File: src/design/jtag_pkg.sv
package jtag_pkg;

   // Default widths, overridden from the top level
   localparam int BUF_SZ   = 32;
   localparam int MAX_CLEN = 256;
   localparam int CLEN_W   = $clog2(MAX_CLEN);

   // Fixed sequence lengths for the zero-length commands
   localparam int IDLE_TCKS      = 8;
   localparam int RESET_TMS_ONES = 8;

   typedef logic [BUF_SZ-1:0] data_t;
   typedef logic [CLEN_W-1:0] clen_t;

   // Command bits: DR=0/IR=1, msb replication, return captured TDO
   typedef struct packed {
      logic ir_sel;
      logic auto_ext;
      logic capture;
   } jtag_op_t;

   typedef struct packed {
      data_t    data;
      clen_t    len;
      jtag_op_t op;
   } jtag_cmd_t;

   typedef struct packed {
      data_t data;
   } jtag_resp_t;

   // Bits [2:0] walk a 3-bit LFSR, bit 3 picks the IR column
   // state[1] is the TMS value for the natural LFSR step
   typedef enum logic [3:0] {
      RUNTEST_IDLE = 4'b0000,
      LOGIC_RESET  = 4'b1000,
      SELECT_DR    = 4'b0001,
      CAPTURE_DR   = 4'b0100,
      SHIFT_DR     = 4'b0010,
      EXIT1_DR     = 4'b0101,
      PAUSE_DR     = 4'b0110,
      EXIT2_DR     = 4'b0111,
      UPDATE_DR    = 4'b0011,
      SELECT_IR    = 4'b1001,
      CAPTURE_IR   = 4'b1100,
      SHIFT_IR     = 4'b1010,
      EXIT1_IR     = 4'b1101,
      PAUSE_IR     = 4'b1110,
      EXIT2_IR     = 4'b1111,
      UPDATE_IR    = 4'b1011
   } tap_state_t;

endpackage

File: src/design/jtag_phy_top.sv
module jtag_phy_top #(
   parameter int BUF_SZ   = jtag_pkg::BUF_SZ,
   parameter int MAX_CLEN = jtag_pkg::MAX_CLEN,
   parameter int FIFO_AW  = 2
) (
   input  logic                 PHY_CLK,
   input  logic                 PHY_CLKn,
   input  logic                 wr_en_i,
   input  jtag_pkg::jtag_cmd_t  wr_data_i,
   output logic                 wr_full_o,
   input  logic                 rd_en_i,
   output jtag_pkg::jtag_resp_t rd_data_o,
   output logic                 rd_empty_o,
   output logic                 tck_o,
   output logic                 tms_o,
   output logic                 tdi_o,
   input  logic                 tdo_i
);

   import jtag_pkg::*;

   // Command layout is fixed by the shared types
   if ($bits(data_t) != BUF_SZ)
      $error("BUF_SZ does not match data_t");
   if ($bits(clen_t) != $clog2(MAX_CLEN))
      $error("MAX_CLEN does not match clen_t");

   jtag_cmd_t  cmd_head;
   logic       cmd_empty;
   logic       cmd_pop;
   jtag_resp_t resp;
   logic       resp_push;
   logic       resp_full;
   tap_state_t tap_state;
   tap_state_t goal;
   logic       step;
   logic       force_tms;
   logic       tms_force_val;
   logic       load;
   logic       shift;
   logic       sample;
   logic       last_bit;
   logic       done;
   data_t      capture;

   jtag_sync_fifo #(.WIDTH($bits(jtag_cmd_t)), .DEPTH_AW(FIFO_AW)) u_cmd_fifo (
      .PHY_CLK   (PHY_CLK),
      .PHY_CLKn  (PHY_CLKn),
      .wr_en_i   (wr_en_i),
      .wr_data_i (wr_data_i),
      .full_o    (wr_full_o),
      .rd_en_i   (cmd_pop),
      .rd_data_o (cmd_head),
      .empty_o   (cmd_empty)
   );

   jtag_sync_fifo #(.WIDTH($bits(jtag_resp_t)), .DEPTH_AW(FIFO_AW)) u_resp_fifo (
      .PHY_CLK   (PHY_CLK),
      .PHY_CLKn  (PHY_CLKn),
      .wr_en_i   (resp_push),
      .wr_data_i (resp),
      .full_o    (resp_full),
      .rd_en_i   (rd_en_i),
      .rd_data_o (rd_data_o),
      .empty_o   (rd_empty_o)
   );

   jtag_seq_ctrl u_seq (
      .PHY_CLK         (PHY_CLK),
      .PHY_CLKn        (PHY_CLKn),
      .cmd_i           (cmd_head),
      .cmd_empty_i     (cmd_empty),
      .cmd_pop_o       (cmd_pop),
      .resp_full_i     (resp_full),
      .resp_push_o     (resp_push),
      .resp_o          (resp),
      .tck_o           (tck_o),
      .step_o          (step),
      .goal_o          (goal),
      .force_tms_o     (force_tms),
      .tms_force_val_o (tms_force_val),
      .load_o          (load),
      .shift_o         (shift),
      .sample_o        (sample),
      .tap_state_i     (tap_state),
      .last_bit_i      (last_bit),
      .done_i          (done),
      .capture_i       (capture)
   );

   jtag_tap_fsm u_tap (
      .PHY_CLK         (PHY_CLK),
      .PHY_CLKn        (PHY_CLKn),
      .step_i          (step),
      .goal_i          (goal),
      .force_tms_i     (force_tms),
      .tms_force_val_i (tms_force_val),
      .state_o         (tap_state),
      .tms_o           (tms_o)
   );

   jtag_shift_engine #(.BUF_SZ(BUF_SZ)) u_shift (
      .PHY_CLK    (PHY_CLK),
      .PHY_CLKn   (PHY_CLKn),
      .load_i     (load),
      .cmd_i      (cmd_head),
      .shift_i    (shift),
      .sample_i   (sample),
      .tdo_i      (tdo_i),
      .tdi_o      (tdi_o),
      .last_bit_o (last_bit),
      .done_o     (done),
      .capture_o  (capture)
   );

endmodule

File: src/design/jtag_seq_ctrl.sv
module jtag_seq_ctrl (
   input  logic                 PHY_CLK,
   input  logic                 PHY_CLKn,
   input  jtag_pkg::jtag_cmd_t  cmd_i,
   input  logic                 cmd_empty_i,
   output logic                 cmd_pop_o,
   input  logic                 resp_full_i,
   output logic                 resp_push_o,
   output jtag_pkg::jtag_resp_t resp_o,
   output logic                 tck_o,
   output logic                 step_o,
   output jtag_pkg::tap_state_t goal_o,
   output logic                 force_tms_o,
   output logic                 tms_force_val_o,
   output logic                 load_o,
   output logic                 shift_o,
   output logic                 sample_o,
   input  jtag_pkg::tap_state_t tap_state_i,
   input  logic                 last_bit_i,
   input  logic                 done_i,
   input  jtag_pkg::data_t      capture_i
);

   import jtag_pkg::*;

   typedef enum logic [2:0] {
      S_IDLE,
      S_LOAD,
      S_RUN_SHIFT,
      S_RUN_RESET,
      S_RUN_IDLE,
      S_RESPOND
   } seq_state_t;

   seq_state_t st;
   jtag_op_t   op_q;
   clen_t      len_q;
   // TCK steps issued in this command
   clen_t      cnt;
   // Low phase carries the step, high phase the rise
   logic       ph;
   logic       samp_pend;
   logic       is_reset;
   logic       is_idle;
   logic       go_run;
   logic       active;
   logic       rise;
   logic       in_shift;
   logic       can_pop;

   // Zero-length specials, anything else with no length is dropped
   assign is_reset = (len_q == '0) && (op_q == jtag_op_t'(3'b000));
   assign is_idle  = (len_q == '0) && (op_q == jtag_op_t'(3'b110));
   assign go_run   = (len_q != '0) || is_reset || is_idle;

   // LOAD already counts as the first step cycle
   assign active = ((st == S_LOAD) && go_run) || (st == S_RUN_SHIFT) ||
                   (st == S_RUN_RESET) || (st == S_RUN_IDLE);
   assign step_o = active && !ph;
   assign rise   = active && ph;

   assign in_shift = (tap_state_i == SHIFT_DR) || (tap_state_i == SHIFT_IR);
   assign shift_o  = step_o && in_shift && (len_q != '0);
   // TDO of a shifted bit is taken on the following rise
   assign sample_o = rise && samp_pend;

   assign force_tms_o     = step_o && is_reset;
   assign tms_force_val_o = (cnt < clen_t'(RESET_TMS_ONES));

   // Head back to idle with the last bit, so TMS rises with it
   always_comb
   begin
      if ((len_q == '0) || done_i || (last_bit_i && in_shift))
         goal_o = RUNTEST_IDLE;
      else if (op_q.ir_sel)
         goal_o = SHIFT_IR;
      else
         goal_o = SHIFT_DR;
   end

   // A read waits for room in the response FIFO
   assign can_pop   = !cmd_empty_i && (!cmd_i.op.capture || !resp_full_i);
   assign cmd_pop_o = (st == S_IDLE) && can_pop;
   assign load_o    = cmd_pop_o;

   assign resp_push_o = (st == S_RESPOND);
   assign resp_o.data = capture_i;

   always_ff @(posedge PHY_CLK)
   begin
      if (cmd_pop_o)
      begin
         op_q  <= cmd_i.op;
         len_q <= cmd_i.len;
      end
   end

   always_ff @(posedge PHY_CLK or posedge PHY_CLKn)
   begin
      if (PHY_CLKn)
      begin
         st        <= S_IDLE;
         tck_o     <= 1'b0;
         ph        <= 1'b0;
         cnt       <= '0;
         samp_pend <= 1'b0;
      end
      else
      begin
         // TCK is parked low outside a command
         tck_o <= active && ph;
         ph    <= active && !ph;
         if (step_o)
            cnt <= cnt + 1'b1;
         if (shift_o)
            samp_pend <= 1'b1;
         else if (sample_o)
            samp_pend <= 1'b0;

         case (st)
            S_IDLE:
            begin
               if (can_pop)
               begin
                  st  <= S_LOAD;
                  cnt <= '0;
               end
            end
            S_LOAD:
            begin
               if (!go_run)
                  st <= S_IDLE;
               else if (is_reset)
                  st <= S_RUN_RESET;
               else if (is_idle)
                  st <= S_RUN_IDLE;
               else
                  st <= S_RUN_SHIFT;
            end
            S_RUN_SHIFT:
            begin
               // Done once the target has entered RUNTEST_IDLE
               if (rise && done_i && (tap_state_i == RUNTEST_IDLE))
                  st <= op_q.capture ? S_RESPOND : S_IDLE;
            end
            S_RUN_RESET:
            begin
               if (rise && (cnt == clen_t'(RESET_TMS_ONES + 1)))
                  st <= S_IDLE;
            end
            S_RUN_IDLE:
            begin
               if (rise && (cnt == clen_t'(IDLE_TCKS)))
                  st <= S_IDLE;
            end
            default:
               st <= S_IDLE;
         endcase
      end
   end

   // Room was checked at pop time and nothing else pushes
   a_no_push_full: assert property (@(posedge PHY_CLK) disable iff (PHY_CLKn)
      resp_push_o |-> !resp_full_i);

endmodule

File: src/design/jtag_shift_engine.sv
module jtag_shift_engine #(
   parameter int BUF_SZ = jtag_pkg::BUF_SZ
) (
   input  logic                PHY_CLK,
   input  logic                PHY_CLKn,
   input  logic                load_i,
   input  jtag_pkg::jtag_cmd_t cmd_i,
   input  logic                shift_i,
   input  logic                sample_i,
   input  logic                tdo_i,
   output logic                tdi_o,
   output logic                last_bit_o,
   output logic                done_o,
   output jtag_pkg::data_t     capture_o
);

   import jtag_pkg::*;

   localparam int IDX_W = $clog2(BUF_SZ);

   data_t sreg;
   clen_t len_q;
   // Bits driven out and bits sampled back
   clen_t cnt;
   clen_t scnt;
   logic  auto_q;

   assign last_bit_o = (len_q != '0) && (cnt == len_q - clen_t'(1));
   assign done_o     = (cnt == len_q);

   always_ff @(posedge PHY_CLK or posedge PHY_CLKn)
   begin
      if (PHY_CLKn)
      begin
         tdi_o  <= 1'b0;
         cnt    <= '0;
         scnt   <= '0;
         len_q  <= '0;
         auto_q <= 1'b0;
      end
      else if (load_i)
      begin
         cnt    <= '0;
         scnt   <= '0;
         len_q  <= cmd_i.len;
         auto_q <= cmd_i.op.auto_ext;
      end
      else
      begin
         if (shift_i)
         begin
            tdi_o <= sreg[0];
            cnt   <= cnt + 1'b1;
         end
         if (sample_i)
            scnt <= scnt + 1'b1;
      end
   end

   always_ff @(posedge PHY_CLK)
   begin
      if (load_i)
      begin
         sreg      <= cmd_i.data;
         capture_o <= '0;
      end
      else
      begin
         // Past the word, msb copies or zeros follow
         if (shift_i)
            sreg <= {auto_q ? sreg[BUF_SZ-1] : 1'b0, sreg[BUF_SZ-1:1]};
         // Only the first word of TDO is kept
         if (sample_i && (scnt < clen_t'(BUF_SZ)))
            capture_o[scnt[IDX_W-1:0]] <= tdo_i;
      end
   end

endmodule

File: src/design/jtag_sync_fifo.sv
module jtag_sync_fifo #(
   parameter int WIDTH    = 8,
   parameter int DEPTH_AW = 2
) (
   input  logic             PHY_CLK,
   input  logic             PHY_CLKn,
   input  logic             wr_en_i,
   input  logic [WIDTH-1:0] wr_data_i,
   output logic             full_o,
   input  logic             rd_en_i,
   output logic [WIDTH-1:0] rd_data_o,
   output logic             empty_o
);

   localparam int DEPTH = 2 ** DEPTH_AW;

   logic [WIDTH-1:0]  mem [DEPTH];
   // Extra msb marks a wrap of the pointer
   logic [DEPTH_AW:0] wptr;
   logic [DEPTH_AW:0] rptr;
   logic              push;
   logic              pop;
   // Entries held, modulo the wrap bit
   logic [DEPTH_AW:0] level;

   assign full_o  = (wptr[DEPTH_AW] != rptr[DEPTH_AW]) &&
                    (wptr[DEPTH_AW-1:0] == rptr[DEPTH_AW-1:0]);
   assign empty_o = (wptr == rptr);
   assign level   = wptr - rptr;

   // Blocked accesses are silently dropped
   assign push = wr_en_i && !full_o;
   assign pop  = rd_en_i && !empty_o;

   // Show-ahead head
   assign rd_data_o = mem[rptr[DEPTH_AW-1:0]];

   always_ff @(posedge PHY_CLK)
   begin
      if (push)
      begin
         mem[wptr[DEPTH_AW-1:0]] <= wr_data_i;
      end
   end

   always_ff @(posedge PHY_CLK or posedge PHY_CLKn)
   begin
      if (PHY_CLKn)
      begin
         wptr <= '0;
         rptr <= '0;
      end
      else
      begin
         if (push)
            wptr <= wptr + 1'b1;
         if (pop)
            rptr <= rptr + 1'b1;
      end
   end

   // Write while full never grows the FIFO past its storage
   a_no_push_full: assert property (@(posedge PHY_CLK) disable iff (PHY_CLKn)
      level <= (DEPTH_AW+1)'(DEPTH));

   // Read while empty takes no word that is not there
   a_no_pop_empty: assert property (@(posedge PHY_CLK) disable iff (PHY_CLKn)
      (rd_en_i && empty_o && !wr_en_i) |=> empty_o);

endmodule

File: src/design/jtag_tap_fsm.sv
module jtag_tap_fsm (
   input  logic                 PHY_CLK,
   input  logic                 PHY_CLKn,
   input  logic                 step_i,
   input  jtag_pkg::tap_state_t goal_i,
   input  logic                 force_tms_i,
   input  logic                 tms_force_val_i,
   output jtag_pkg::tap_state_t state_o,
   output logic                 tms_o
);

   import jtag_pkg::*;

   // Full IEEE 1149.1 transition, used while TMS is forced
   function automatic tap_state_t tms_next(input tap_state_t s, input logic tms);
      tap_state_t n;
      case (s)
         LOGIC_RESET:              n = tms ? LOGIC_RESET : RUNTEST_IDLE;
         RUNTEST_IDLE:             n = tms ? SELECT_DR : RUNTEST_IDLE;
         SELECT_DR:                n = tms ? SELECT_IR : CAPTURE_DR;
         SELECT_IR:                n = tms ? LOGIC_RESET : CAPTURE_IR;
         CAPTURE_DR, SHIFT_DR:     n = tms ? EXIT1_DR : SHIFT_DR;
         CAPTURE_IR, SHIFT_IR:     n = tms ? EXIT1_IR : SHIFT_IR;
         EXIT1_DR:                 n = tms ? UPDATE_DR : PAUSE_DR;
         EXIT1_IR:                 n = tms ? UPDATE_IR : PAUSE_IR;
         PAUSE_DR:                 n = tms ? EXIT2_DR : PAUSE_DR;
         PAUSE_IR:                 n = tms ? EXIT2_IR : PAUSE_IR;
         EXIT2_DR:                 n = tms ? UPDATE_DR : SHIFT_DR;
         EXIT2_IR:                 n = tms ? UPDATE_IR : SHIFT_IR;
         default:                  n = tms ? SELECT_DR : RUNTEST_IDLE;
      endcase
      return n;
   endfunction

   // TMS and the tracked state move together on each TCK fall
   // state_o is the state the target enters on the next rising TCK
   always_ff @(posedge PHY_CLK or posedge PHY_CLKn)
   begin
      if (PHY_CLKn)
      begin
         state_o <= LOGIC_RESET;
         tms_o   <= 1'b1;
      end
      else if (step_i)
      begin
         if (force_tms_i)
         begin
            tms_o   <= tms_force_val_i;
            state_o <= tms_next(state_o, tms_force_val_i);
         end
         // The two states outside the LFSR cycle
         else if (state_o[2:0] == 3'b000)
         begin
            if (goal_i == state_o)
               tms_o <= state_o[3];
            else if (state_o == LOGIC_RESET)
            begin
               tms_o   <= 1'b0;
               state_o <= RUNTEST_IDLE;
            end
            else
            begin
               tms_o   <= 1'b1;
               state_o <= SELECT_DR;
            end
         end
         // Cross over to the IR column
         else if ((state_o == SELECT_DR) && goal_i[3])
         begin
            tms_o   <= 1'b1;
            state_o <= SELECT_IR;
         end
         else if ((state_o == SELECT_IR) && (goal_i[2:0] == 3'b000))
         begin
            tms_o   <= 1'b1;
            state_o <= LOGIC_RESET;
         end
         // Capture without a shift goes straight to EXIT1
         else if ((state_o[2:0] == 3'b100) && (goal_i[2:0] != 3'b010))
         begin
            tms_o   <= 1'b1;
            state_o <= tap_state_t'({state_o[3], 3'b101});
         end
         else if ((state_o[2:0] == 3'b011) && (goal_i == RUNTEST_IDLE))
         begin
            tms_o   <= 1'b0;
            state_o <= RUNTEST_IDLE;
         end
         // No pause path, EXIT1 always updates
         else if (state_o[2:0] == 3'b101)
         begin
            tms_o   <= 1'b1;
            state_o <= tap_state_t'({state_o[3], 3'b011});
         end
         // Stay in SHIFT-xR
         else if ((state_o[1:0] == 2'b10) && (state_o == goal_i))
            tms_o <= 1'b0;
         // Natural LFSR step, UPDATE returns to the DR column
         else
         begin
            tms_o   <= state_o[1];
            state_o <= tap_state_t'({(state_o[2:0] == 3'b011) ? 1'b0 : state_o[3],
                                     ^state_o[1:0], state_o[2:1]});
         end
      end
   end

   a_no_pause: assert property (@(posedge PHY_CLK) disable iff (PHY_CLKn)
      (state_o != PAUSE_DR) && (state_o != PAUSE_IR));

endmodule

File: config.mk
export PLATFORM = sky130hd
export DESIGN_NAME = jtag_phy_top
export DESIGN_NICKNAME = d
export VERILOG_FILES = /design/src/design/jtag_pkg.sv /design/src/design/jtag_phy_top.sv /design/src/design/jtag_seq_ctrl.sv /design/src/design/jtag_shift_engine.sv /design/src/design/jtag_sync_fifo.sv /design/src/design/jtag_tap_fsm.sv
export SDC_FILE = /design/constraint.sdc
export NUM_CORES = 1
export LEC_CHECK = 0
export BUFFER_PORTS_ARGS = -buffer_cell sky130_fd_sc_hd__buf_2
export CORE_ASPECT_RATIO = 0.7
export CORE_UTILIZATION = 55
export CTS_CLUSTER_DIAMETER = 80
export DETAILED_ROUTE_END_ITERATION = 6
export PLACE_DENSITY = 0.71
export SETUP_SLACK_MARGIN = 0.1
export SYNTH_ARGS = -nofsm -noshare
export SYNTH_HDL_FRONTEND = slang
export SYNTH_SLANG_ARGS = --single-unit
export TNS_END_PERCENT = 5
File: constraint.sdc
create_clock -name PHY_CLK -period 3.67 [get_ports PHY_CLK]
set_input_delay 0.1835 -clock PHY_CLK [delete_from_list [all_inputs] [get_ports PHY_CLK]]
set_output_delay 0.1835 -clock PHY_CLK [all_outputs]
set_load 0.02 [all_outputs]
# ---- After elaboration in Yosys (flattened, before gate mapping)
# Memories as Yosys holds them, arrays and structs flattened.
# Cells that the tools add are included.
# W data, S select, Z words.
dict set report classes {
  addsub 8
  magnitude_cmp 4
  n_eq_ne 46
  n_mux 64
  n_bitwise 1
  n_reduce_logical 66
}
# operator count
set op_table {}
lappend op_table {{$mux W32} 2}
lappend op_table {{$mux W8} 7}
lappend op_table {{$mux W4} 13}
lappend op_table {{$pmux W4 S11} 1}
lappend op_table {{$mux W3} 13}
lappend op_table {{$bwmux W32} 1}
lappend op_table {{$logic_and A1 B1 Y1} 30}
lappend op_table {{$eq A4 B4 Y1 const B} 7}
lappend op_table {{$mux W1} 25}
lappend op_table {{$add A8 B1 Y8 const B} 3}
lappend op_table {{$eq A4 B3 Y1 const B} 4}
lappend op_table {{$eq A8 B4 Y1 const B} 2}
lappend op_table {{$eq A8 B8 Y1} 2}
lappend op_table {{$reduce_bool A8 Y1} 2}
lappend op_table {{$eq A3 B3 Y1 const B} 5}
lappend op_table {{$pmux W3 S5} 1}
lappend op_table {{$add A3 B1 Y3 const B} 4}
lappend op_table {{$logic_not A3 Y1} 4}
lappend op_table {{$ne A6 B2 Y1 const B} 2}
lappend op_table {{$eq A3 B2 Y1 const B} 3}
lappend op_table {{$logic_or A1 B1 Y1} 9}
lappend op_table {{$eq A4 B4 Y1} 2}
lappend op_table {{$logic_not A4 Y1} 2}
lappend op_table {{$logic_not A8 Y1} 1}
lappend op_table {{29 further kinds} 44}
dict set report totals {
  reg_bits 132
  ramBits 300
  in_bits 48
  output_inout_bits 37
  word_cells 215
  memories 2
}
# memory words width read_ports rd_ports_with_merged_regs wr line_no
set mem_list {}
lappend mem_list {u_cmd_fifo.mem 4 43 1 0 1 jtag_sync_fifo.sv:17} ;# logic [WIDTH-1:0] mem [DEPTH];
lappend mem_list {u_resp_fifo.mem 4 32 1 0 1 jtag_sync_fifo.sv:17}

# ---- Depth between registers and ports, before layout
# Gate-level depths: netlist of run 1.
dict set report logic_depth {
  depth_word 16
  mapped_depth 11
  ltp_nobuf 9
}

# ---- Cells and area by module
# From an unflattened synthesis of run 1, not the netlist that was laid out.
dict set report hier_totals {
  hier_cells 1091
  area_unflattened_um2 18191.2
}
# mod n_inst cells_each area_each_um2 seq_area_each_um2
set by_module_without_submodules {}
lappend by_module_without_submodules {{jtag_sync_fifo at u_cmd_fifo} 1 274 6712.7 5315.1}
lappend by_module_without_submodules {{jtag_sync_fifo at u_resp_fifo} 1 217 5139.9 3993.8}
lappend by_module_without_submodules {jtag_shift_engine 1 377 4212.8 2252.2}
lappend by_module_without_submodules {jtag_seq_ctrl 1 150 1500.2 680.7}
lappend by_module_without_submodules {jtag_tap_fsm 1 73 625.6 127.6}

# ---- Least setup slack after synthesis of run 1
# No wires, ideal clock.
dict set report synth_path {
  kind {flip-flop to flip-flop}
  from {reg u_cmd_fifo.rptr[0]}
  to {reg u_shift.sreg[0] (enable)}
  setup_ns 0.394
  arrival_ns 2.658
  t_required_ns 3.276
  slack_ns 0.619
  stages_incl_launch_ff 7
  path_buffers 2
  period_less_slack_ns 3.051
  path_cell_list {dfrtp_1 -> buf_2 -> mux4_2 -> a221o_1 -> nor3_4 -> buf_4 -> nand2b_1}
}
# element line_no
set synth_rtl {}
lappend synth_rtl {{start: declaration} jtag_sync_fifo.sv:20} ;# logic [DEPTH_AW:0] rptr;
lappend synth_rtl {{start signal: assignment} jtag_sync_fifo.sv:58} ;# rptr <= rptr + 1'b1;
lappend synth_rtl {{end signal: assignment} jtag_shift_engine.sv:64} ;# sreg <= cmd_i.data;
lappend synth_rtl {{end signal: assignment} jtag_shift_engine.sv:71} ;# sreg <= {auto_q ? sreg[BUF_SZ-1] : 1'b0, sreg[BUF_SZ-1:1]};
lappend synth_rtl {{end: declaration} jtag_shift_engine.sv:21} ;# data_t sreg;

# ---- Final worst setup path of run 1
dict set report layout_path {
  from {reg u_seq.st[1]}
  to {reg u_shift.scnt[4]}
}
dict set report layout_between {
  elab_chain_cells 8
  elab_cells_between_ends 14
  classes_between {eq/ne: 4; mux: 1; reduce/logical: 9}
}
# element line_no
set layout_lines {}
lappend layout_lines {{start: declaration} jtag_seq_ctrl.sv:35} ;# seq_state_t st;
lappend layout_lines {{start signal: assignment} jtag_seq_ctrl.sv:144} ;# st <= op_q.capture ? S_RESPOND : S_IDLE;
lappend layout_lines {{$eq A3 B1 Y1} jtag_seq_ctrl.sv:57} ;# assign active = ((st == S_LOAD) && go_run) || (st == S_RUN_SHIFT) ||
lappend layout_lines {{$logic_and A1 B1 Y1} jtag_seq_ctrl.sv:57}
lappend layout_lines {{$logic_or A1 B1 Y1 (2 in a row)} jtag_seq_ctrl.sv:57}
lappend layout_lines {{$logic_or A1 B1 Y1} jtag_seq_ctrl.sv:58} ;# (st == S_RUN_RESET) || (st == S_RUN_IDLE);
lappend layout_lines {{$logic_and A1 B1 Y1} jtag_seq_ctrl.sv:60} ;# assign rise = active && ph;
lappend layout_lines {{$logic_and A1 B1 Y1} jtag_seq_ctrl.sv:65} ;# assign sample_o = rise && samp_pend;
lappend layout_lines {{$reduce_bool A2 Y1 (no source line)} -}
lappend layout_lines {{end signal: assignment} jtag_shift_engine.sv:56} ;# scnt <= scnt + 1'b1;
lappend layout_lines {{end: declaration} jtag_shift_engine.sv:25} ;# clen_t scnt;
# Several ways; a longest one is shown, not always the timed one.
# A chain may end at the register's enable or synchronous reset.

==> impl_results.md, run 1 <==
* Min cycle time layout at ~2.8 ns
* Vias post-DR at 9543
* Crit path cell chain: inv_1 > a31o_2 > a211oi_4 > nand2_1 > or3_1 > a21oi_1
* CP Capture Type: flip-flop
* Max rail drop VDD at between 0.5 and 0.6 mV
* Initial DRC Count at around 850
* Pin count of the biggest net entering global routing at between 40 and 50
* Vias in the first global route at ~9400
* Most frequent cells in the layout: edfxtp_1, buf_2, mux4_2
* Finished Layout Cells at around 1700
* CTS tree: built
* I/O Buffers at 84
* Buffer depth of the longest clock path at 3
* Tot Pwr at 16.40 mW
* Crit path kind: reg2reg
* Leakage power at around 7.1 nW
* Delay-heaviest family, CP: simple AND/OR/NAND/NOR gates
* DP Cell Count at around 1500
* Overflow after GRT at 0
* Bufs and invs on worst path at 1
* Worst-path fanout max at 20
* Die area at 32730 um^2
* Synth Warn # at 0
* Die H at 151.7 um
* Hold_buf cts at 45
* Initial Utilization at a little under three fifths
* Clock skew at roughly 0.020 ns
* Die W at around 220 um
* Initial antenna violation count at 0
* Worst-Skew Late Latency at around 0.54 ns
* # DRC at 0
* Cts repair resizes at 0
* Asr flop ratio synth at about an eighth
* Mean Syn Cell Area at between 15 and 20 um^2
* Status: finished clean
* Post-synth cell types at 77
* Post-CTS Setup Repair Bufs at 0
* WP data required at 4.12 ns
* Vias per std cell at between 5 and 6
* Final WL at ~34000 um
* P per Cell Area at 809.0 nW/um^2
* Drt first pass iters at 5
* Total GRT Usage at 21.36%
* Antenna cells at 0
* Critical Path Max Stage Delay at approximately 0.57 ns
* H-tree depth at 2
* Max cap viols at 0
* Clk Tree Root Cell: clkbuf_16
* Worst-margin pin slew at a little under 0.9 ns
* RSZ-0062 raised after global routing: false
* Area contributors post-synth: edfxtp_1, mux4_2, dfrtp_1, dfxtp_1, mux2_2
* Wire per inst at roughly 21 um
* Layout area overhead at 15.16%
* First-pass GRT wire length at ~53000 um
* Top Ports at 85
* Rel. slew slack at 41.12%
* Register area share after synthesis at 70.28%
* Commonest non-fill, non-tap cell in the layout: edfxtp_1
* Worst-path clk slew at roughly 0.060 ns
* Post-synth top area cell: edfxtp_1
* TNS Setup at 0 ns
* Final hold violations at 0
* Synthesized net count at ~1100
* Hold crit path type: in2reg
* Post-DP HPWL at slightly above 20000 um
* Layout cells sized above 1 at about a quarter
* Number of enable flip-flop cells after synthesis at around 340
* Slew Limit Fails at 0
* Nets at about 1300
* Startpoint Class: flip-flop
* Core box area at roughly 31000 um^2
* Flop and latch count out of synthesis at between 400 and 500
* Worst Path Arrival at about 3.2 ns
* ANT nets after route at 0
* Clock Sinks at about 430
* CP max-delay cell: dfrtp_1
* Main synth FF type: edfxtp_1
* CTS buffer count at a little over 40
* Fmax at 362.4 MHz
* Cell Area, Synth at around 18000 um^2
* Final worst path period share at approximately 75%
* RD Place Congestion at between 0.8 and 0.9
* Final setup vio count at 0
* Top cell type's share of synthesized area at about three fifths
* Post-Syn Instances at ~1100
* Num rows at 54
[power by group]
group          switching, mW  leakage [nW]  internal (mW)
combinational           3.00          2.26           2.23
clock                   1.75         0.640           2.38
sequential             0.523          4.17           6.51
[layout make-up]
class / count / area [um^2]
clock buffer: 58 / 1172
clock inverter: 18 / 143.9
inverter: 25 / 93.84
tap: 420 / 525.5
multi-input combinational: 559 / 4896
sequential: 432 / 12370
timing repair buffer: 148 / 1064
fill: 2175 / 11010
[synthesized netlist by cell type (2+ instances only)]
library cell,number
a2111oi_0,3
a21oi_1,48
a21oi_2,2
a221o_1,2
a31oi_1,5
and2_1,7
and3_1,11
buf_1,5
buf_2,18
buf_4,5
clkbuf_1,22
dfrtp_1,55
dfstp_2,2
dfxtp_1,32
edfxtp_1,343
ha_1,20
inv_1,24
mux2_1,11
mux2_2,30
mux2i_1,2
mux4_2,75
nand2_1,73
nand2_2,2
nand2b_1,6
nand3_1,20
nand3b_1,2
nand4_1,8
nor2_1,67
nor2b_1,2
nor3_1,14
nor3_4,2
nor3b_2,2
nor4_1,7
o21a_1,3
o21ai_0,47
o21ai_1,3
o21bai_1,2
o31ai_1,3
or2_2,2
or3_1,4
or4_1,2
or4_4,2
xnor2_1,19
xor2_1,21
[tightest hold or removal path, stage by stage]
cell     delay, ns
buf_2         0.10
and2_1        0.16
xnor2_1       0.07
[metrics by stage]
stage	utilization, %	setup slack (ns)	hold WS, ns	instance area [um^2]
floorplan	-	0.6185	0.2824	17600
global placement	59.14	0.9843	0.3290	18500
detailed placement	59.14	0.9900	0.3383	18500
CTS	64.79	0.9711	0.01665	20270
global route	64.79	0.6893	0.06404	20270
finish	64.79	0.9105	0.03792	20270
[sequential cells by signal (all words and copies together), names as in the netlist, 8 cells and up]
| register | cells |
|---|---|
| u_resp_fifo.mem | 128 |
| u_seq.cnt | 8 |
| u_seq.len_q | 8 |
| u_shift.scnt | 8 |
| u_shift.capture_o | 32 |
| u_shift.sreg | 32 |
| u_shift.cnt | 8 |
| u_shift.len_q | 8 |
| u_cmd_fifo.mem | 172 |
[layer usage]
| layer | vias up | global-route usage [%] | share of wire (%) |
|---|---|---|---|
| met5 | - | 0 | 0 |
| li1 | 4388 | - | - |
| met1 | 4823 | 33.95 | 49 |
| met4 | 0 | 4.752 | 1.6 |
| met3 | 49 | 3.234 | 4.7 |
| met2 | 283 | 31.27 | 45 |
[cell families after synthesis]
| logic type | synth area share [%] |
|---|---|
| flip-flops | 70.28 |
| AND/OR/NAND/NOR | 6.910 |
| AO/OA/AOI/OAI | 5.133 |
| multiplexers | 12.33 |
| buffers and inverters | 1.927 |
| XOR/XNOR | 1.991 |
| adder cells (fa/ha/maj) | 1.422 |
[final timing paths]
| path | from | endpoint | slack (ns) | cells after the start |
|---|---|---|---|---|
| worst max-delay path | u_seq.st[1]$_DFFE_PP0P_ | u_shift.scnt[4]$_DFFE_PP0P_ | 0.91 | 6 |
| worst min-delay path | wr_en_i | u_cmd_fifo.wptr[0]$_DFFE_PP0P_ | 0.04 | 3 |
| worst max register to register | u_seq.st[1]$_DFFE_PP0P_ | u_shift.scnt[4]$_DFFE_PP0P_ | 0.91 | 6 |
| worst min register to register | u_shift.sreg[0]$_DFFE_PP_ | u_shift.tdi_o$_DFFE_PP0P_ | 0.45 | 2 |
| max in group asynchronous | PHY_CLKn | u_cmd_fifo.rptr[1]$_DFFE_PP0P_ | 2.49 | 4 |
| min in group asynchronous | PHY_CLKn | u_shift.scnt[6]$_DFFE_PP0P_ | 0.31 | 3 |
Note: power is estimated with default switching activity, not from simulation.
==> inputs of run 2 (changes only) <==
PLACE_DENSITY = 0.73   (was 0.71)
clock period = 2.4 ns   (was 3.67 ns; I/O delays follow)
==> run 2 against run 1 <==
  * Routed wire length up 4.1%
  * Power rose by 62%
  * Clock power is 56% higher
  * Final area up 4.7%
  * Critical endpoint is now u_tap.state_o[0]$_DFFE_PP0P_
  * Largest power group unchanged
==> impl_results.md, run 2 (synthesis results as in run 1) <==
* Initial Utilization at approximately 56%
* Final hold violations at 0
* Commonest non-fill, non-tap cell in the layout: edfxtp_1
* Pre-CTS setup slack at -0.1074 ns
* Initial antenna violation count at 1
* Worst-path clk slew at around 0.060 ns
* Vias per std cell at 5.680
* Layout area overhead at 20.52%
* Die W at 215.8 um
* Bufs and invs on worst path at 2
* Clk Tree Root Cell: clkbuf_16
* Top Ports at 85
* Crit path top cell by count: buf_4
* Worst-margin pin slew at about 0.78 ns
* Status: finished clean
* Largest register FFs at around 170
* Delay-heaviest family, CP: compound AO/OA/AOI/OAI gates
* FF+latch area at roughly 12000 um^2
* TNS Setup at 0 ns
* Buffer depth of the longest clock path at 3
* ANT nets after route at 0
* Worst-path fanout max at 5
* Slew Limit Fails at 0
* Core box area at roughly 31000 um^2
* Most frequent cells in the layout: edfxtp_1, buf_2, mux4_2
* Vias in the first global route at roughly 9900
* Startpoint Class: flip-flop
* Max cap viols at 0
* Cell Area, Placed at 19020 um^2
* Crit path kind: reg2reg
* Crit path cell chain: buf_4 > or4_4 > a221oi_2 > a22oi_2 > nand4_4 > buf_4 > a31oi_1 > o22a_1 > o32ai_2
* Clock skew at 0.02084 ns
* P per Cell Area at 1254 nW/um^2
* Post-DP HPWL at roughly 21000 um
* Rel. slew slack at between 40% and 50%
* Num rows at 54
* Final setup vio count at 0
* WP data required at 2.86 ns
* PnR worst setup slack at about 0.032 ns
* Worst Path Arrival at around 2.8 ns
* CP Capture Type: flip-flop
* Fmax at between 400 and 500 MHz
* Clock Sinks at 432
* Area of the multi-input gates at between 5000 and 6000 um^2
* Max rail drop VDD at around 0.79 mV
* Leakage power at 7.569 nW
* Filler cells at a little over 2000
* RSZ-0062 raised after global routing: true
* First-pass GRT wire length at 54830 um
* Min cycle time layout at approximately 2.4 ns
* RD Place Congestion at around 0.83
* Critical Path Max Stage Delay at between 0.4 and 0.5 ns
* Layout cells sized above 1 at 31.86%
* DP Cell Count at about 1600
* CTS tree: built
* H-tree depth at 2
* Drt first pass iters at 5
* Overflow after GRT at 0
* Total GRT Usage at ~22%
* Wire per inst at just over 20 um
* Final WL at between 30000 and 40000 um
* CP max-delay cell: or4_4
* Nets at about 1300
* CTS buffer count at 42
* Final worst path period share at a little over nine tenths
* Post-route cell area at between 20000 and 25000 um^2
* Die area at between 30000 and 40000 um^2
* Initial DRC Count at roughly 780
* Vias post-DR at 9826
* Pin count of the biggest net entering global routing at 58
* Hold crit path type: in2reg
* # DRC at 0
* Die H at about 150 um
* Hold WS at roughly 0.12 ns
* I/O Buffers at 84
* Worst-Skew Late Latency at ~0.56 ns
* Finished Layout Cells at about 1700
==> run 2: cell types whose count changed in the layout (fill, tap and decap cells not counted), moves of 11 or more <==
cell / previous run / this run
buf_4: 15 / 61
buf_6: 0 / 12
mux2_4: 0 / 11
nor2_1: 67 / 56
o21ai_0: 47 / 34
o21ai_1: 3 / 16
==> run 2: per-layer routing <==
layer | routed length (um) | part of all wire, % | global-route usage, %
met2 | 16020 | 45 | 32.59
met5 | 0 | 0 | 0
met4 | 486 | 1.4 | 5.106
met1 | 16950 | 48 | 33.82
met3 | 1995 | 5.6 | 3.892
==> run 2: timing repair <==
action / 4_1_cts / 5_1_grt
setup buffers: 4 / 2
cloned: 2 / 1
resized for setup: 18 / 71
endpoints found under the setup margin: 165 / 137
hold buffers: 46 / 0
pin swaps: 9 / 29
hold endpoints to repair: 232 / 0
==> run 2: tightest hold or removal path, cell delays in order <==
cell and delay [ns]:
buf_2 0.31, nand2_1 0.13, a21oi_1 0.05
==> run 2: final timing paths <==
kind                                         startpoint                                  to  slack (ns)  cells after the start
max                        u_shift.len_q[4]$_DFFE_PP0P_        u_tap.state_o[0]$_DFFE_PP0P_        0.03                      9
min                                               tdo_i  u_shift.capture_o[11]$_SDFFE_PP0P_        0.12                      3
max reg2reg                u_shift.len_q[4]$_DFFE_PP0P_        u_tap.state_o[0]$_DFFE_PP0P_        0.03                      9
min reg2reg                   u_shift.sreg[0]$_DFFE_PP_           u_shift.tdi_o$_DFFE_PP0P_        0.44                      2
max in group asynchronous                      PHY_CLKn      u_cmd_fifo.rptr[0]$_DFFE_PP0P_        1.49                      4
min in group asynchronous                      PHY_CLKn     u_resp_fifo.rptr[0]$_DFFE_PP0P_        0.36                      4
==> run 2: report_power, final <==
group | switching [mW] | internal [mW] | leakage, nW
clock network | 2.82 | 3.62 | 0.657
logic | 5.10 | 4.43 | 2.74
registers | 0.670 | 9.96 | 4.17
==> run 2: final cells by class <==
class	instances	share of cell area, %
sequential	432	58.33
multi-input combinational	559	24.17
timing repair buffer	216	8.246
clock buffer	51	5.161
tap	420	2.477
clock inverter	26	1.144
inverter	25	0.4542
antenna	1	0.01180
==> run 2: metrics by stage <==
stage | power (mW) | util, %
final | 26.59 | 67.81
after floorplan | 16.71 | -
after CTS | 26.44 | 67.04
after global routing | 27.87 | 67.81
after detailed placement | 19.51 | 60.82
after global placement | 19.29 | 60.82
==> inputs of run 3 (changes only) <==
CELL_PAD_IN_SITES_DETAIL_PLACEMENT = 1   (was default)
CELL_PAD_IN_SITES_GLOBAL_PLACEMENT = 2   (was default)
CORE_UTILIZATION = 41   (was 55)
==> run 3 against run 2 <==
  * The flow now finishes with violations (negative setup slack)
  * Sequential power about the same
  * Power increased by 3.7%
  * Count of clock-buffer cells in the layout increased by 4
  * Die area increased by 34%
  * Final area increased by 1.7%
  * Clock power increased by 14%
  * Via count about the same
  * Hold slack got worse by 0.0093 ns
  * Register-to-register slack got worse by 0.05 ns
  * Clock skew decreased by 0.0054 ns
  * Worst setup slack got worse by 0.045 ns
  * Critical path depth decreased by 3
==> impl_results.md, run 3 (synthesis results as in run 1) <==
* Commonest non-fill, non-tap cell in the layout: edfxtp_1
* Met1 WL at roughly 19000 um
* Final worst path period share at 100.6%
* Leakage power at around 7.6 nW
* P per Cell Area at approximately 1300 nW/um^2
* I/O Buffers at between 80 and 90
* Post-DP HPWL at approximately 24000 um
* Layout area overhead at 22.57%
* H-tree depth at 2
* Clk Tree Root Cell: clkbuf_16
* Failing checks: negative setup slack
* Max cap viols at 0
* Post-route cell area at between 20000 and 25000 um^2
* Met3 WL at approximately 1400 um
* CTS buffer count at 43
* Core box area at roughly 42000 um^2
* Num rows at between 60 and 70
* Slew Limit Fails at 0
* RD Place Congestion at between 0.8 and 0.9
* Die area at between 40000 and 50000 um^2
* Max rail drop VDD at between 0.7 and 0.8 mV
* WP data required at between 2 and 3 ns
* First-pass GRT wire length at 61160 um
* Vias in the first global route at around 11000
* Overflow after GRT at 0
* Initial DRC Count at just under 700
* Pre-CTS setup slack at -0.06162 ns
* Tot Pwr at between 20 and 30 mW
* Worst-path fanout max at 14
* Drt first pass iters at 7
* Final Core Density at 50.96%
* Final setup vio count at 5
* Die W at approximately 250 um
* Pin count of the biggest net entering global routing at 45
* Worst-margin pin slew at 0.7208 ns
* # DRC at 0
* Reg2Reg Depth at 6
* Initial antenna violation count at 0
* Startpoint Class: flip-flop
* CP Capture Type: flip-flop
* Cell Area, Placed at 19290 um^2
* Clock Sinks at roughly 430
* Layout cells sized above 1 at a little under a third
* Clock skew at between 0.015 and 0.02 ns
* Top Ports at 85
* Vias per std cell at around 5.3
* Crit path kind: reg2reg
* Nets at between 1000 and 1500
* Worst-path clk slew at about 0.06 ns
* Initial Utilization at 41.58%
* Most frequent cells in the layout: edfxtp_1, buf_2, mux4_2
* PnR worst setup slack at -0.01346 ns
* Rel. slew slack at 51.88%
* Status: finished, violations left
* Final hold violations at 0
* Worst hold path depth at 3
* Largest register FFs at approximately 170
* Met2 Wirelength at ~18000 um
* RSZ-0062 raised after global routing: true
* Wire per inst at 20.77 um
* Total GRT Usage at between 10% and 20%
* Buffer depth of the longest clock path at 3
* Worst Path Arrival at 2.73 ns
* Die H at approximately 180 um
* Top Metal Used: met4
* Antenna cells at 0
* Vias post-DR at just under 10000
* Worst-Skew Late Latency at ~0.56 ns
* ANT nets after route at 0
* CTS tree: built
* Fmax at between 400 and 500 MHz
* Final WL at around 39000 um
* Hold crit path type: in2reg
* Filler cells at 4007
* Min cycle time layout at approximately 2.4 ns
==> run 3: cell count changes in the layout (fill, tap and decap cells not counted), sizes merged <==
cell / previous run / this run
clkbuf: 51 / 55
diode: 1 / 0
bufinv: 3 / 9
buf: 170 / 165
clkinvlp: 2 / 1
clkinv: 19 / 14
inv: 27 / 26
==> run 3: final timing paths <==
kind / to / startpoint / slack, ns
worst min-delay path: u_shift.capture_o[21]$_SDFFE_PP0P_ / tdo_i / 0.11
worst min register to register: u_shift.tdi_o$_DFFE_PP0P_ / u_shift.sreg[0]$_DFFE_PP_ / 0.46
worst max register to register: u_shift.sreg[24]$_DFFE_PP_ / u_cmd_fifo.rptr[0]$_DFFE_PP0P_ / -0.01
max in group asynchronous: u_seq.st[2]$_DFFE_PP0P_ / PHY_CLKn / 1.51
min in group asynchronous: u_shift.scnt[7]$_DFFE_PP0P_ / PHY_CLKn / 0.26
worst max-delay path: u_shift.sreg[24]$_DFFE_PP_ / u_cmd_fifo.rptr[0]$_DFFE_PP0P_ / -0.01
==> run 3: power by group <==
part           total (mW)  switching [mW]  internal [mW]  leakage, nW
Clock                7.33            2.90           4.43        0.760
Combinational        9.64            5.19           4.45         2.71
Sequential           10.6           0.643           9.96         4.17
Total                27.6            8.73           18.8         7.64
==> run 3: final cells by class <==
class                      instances  area (um^2)  area share, %
clock buffer                      55         1162          5.388
clock inverter                    25        390.4          1.810
inverter                          25        96.34         0.4466
multi-input combinational        559         5097          23.63
sequential                       432        12370          57.36
tap                              552        690.7          3.202
timing repair buffer             211         1760          8.161
==> run 3: what timing repair did <==
item                       CTS  global route
gates resized for setup     31            34
pin swaps                    6            21
setup endpoints to repair  112           126
buffers inserted             0             4
hold buffers                46             0
hold endpoints to repair   204             0
cloned                       0             0
==> run 3: layer usage <==
layer	GRT usage, %	vias up
li1	-	4522
met1	26.94	5104
met2	27.60	161
met3	2.919	46
met4	4.450	0
met5	0	-
==> run 3: stage by stage <==
step	hold slack [ns]	std cells	TNS [ns]
2_1_floorplan	0.2189	1068	-10.50
3_3_place_gp	0.2963	1729	-0.01893
3_5_place_dp	0.2989	1729	-0.4396
4_1_cts	0.08492	1855	-0.2732
5_1_grt	0.1262	1859	-2.137
6_report	0.1110	1859	-0.02466
==> run 3: critical path, stage by stage, from the launching register on <==
cell	delay, ns
dfrtp_2	0.37
mux4_2	0.51
a221o_1	0.41
nor3_4	0.20
buf_12	0.18
buf_12	0.15
mux2_2	0.34
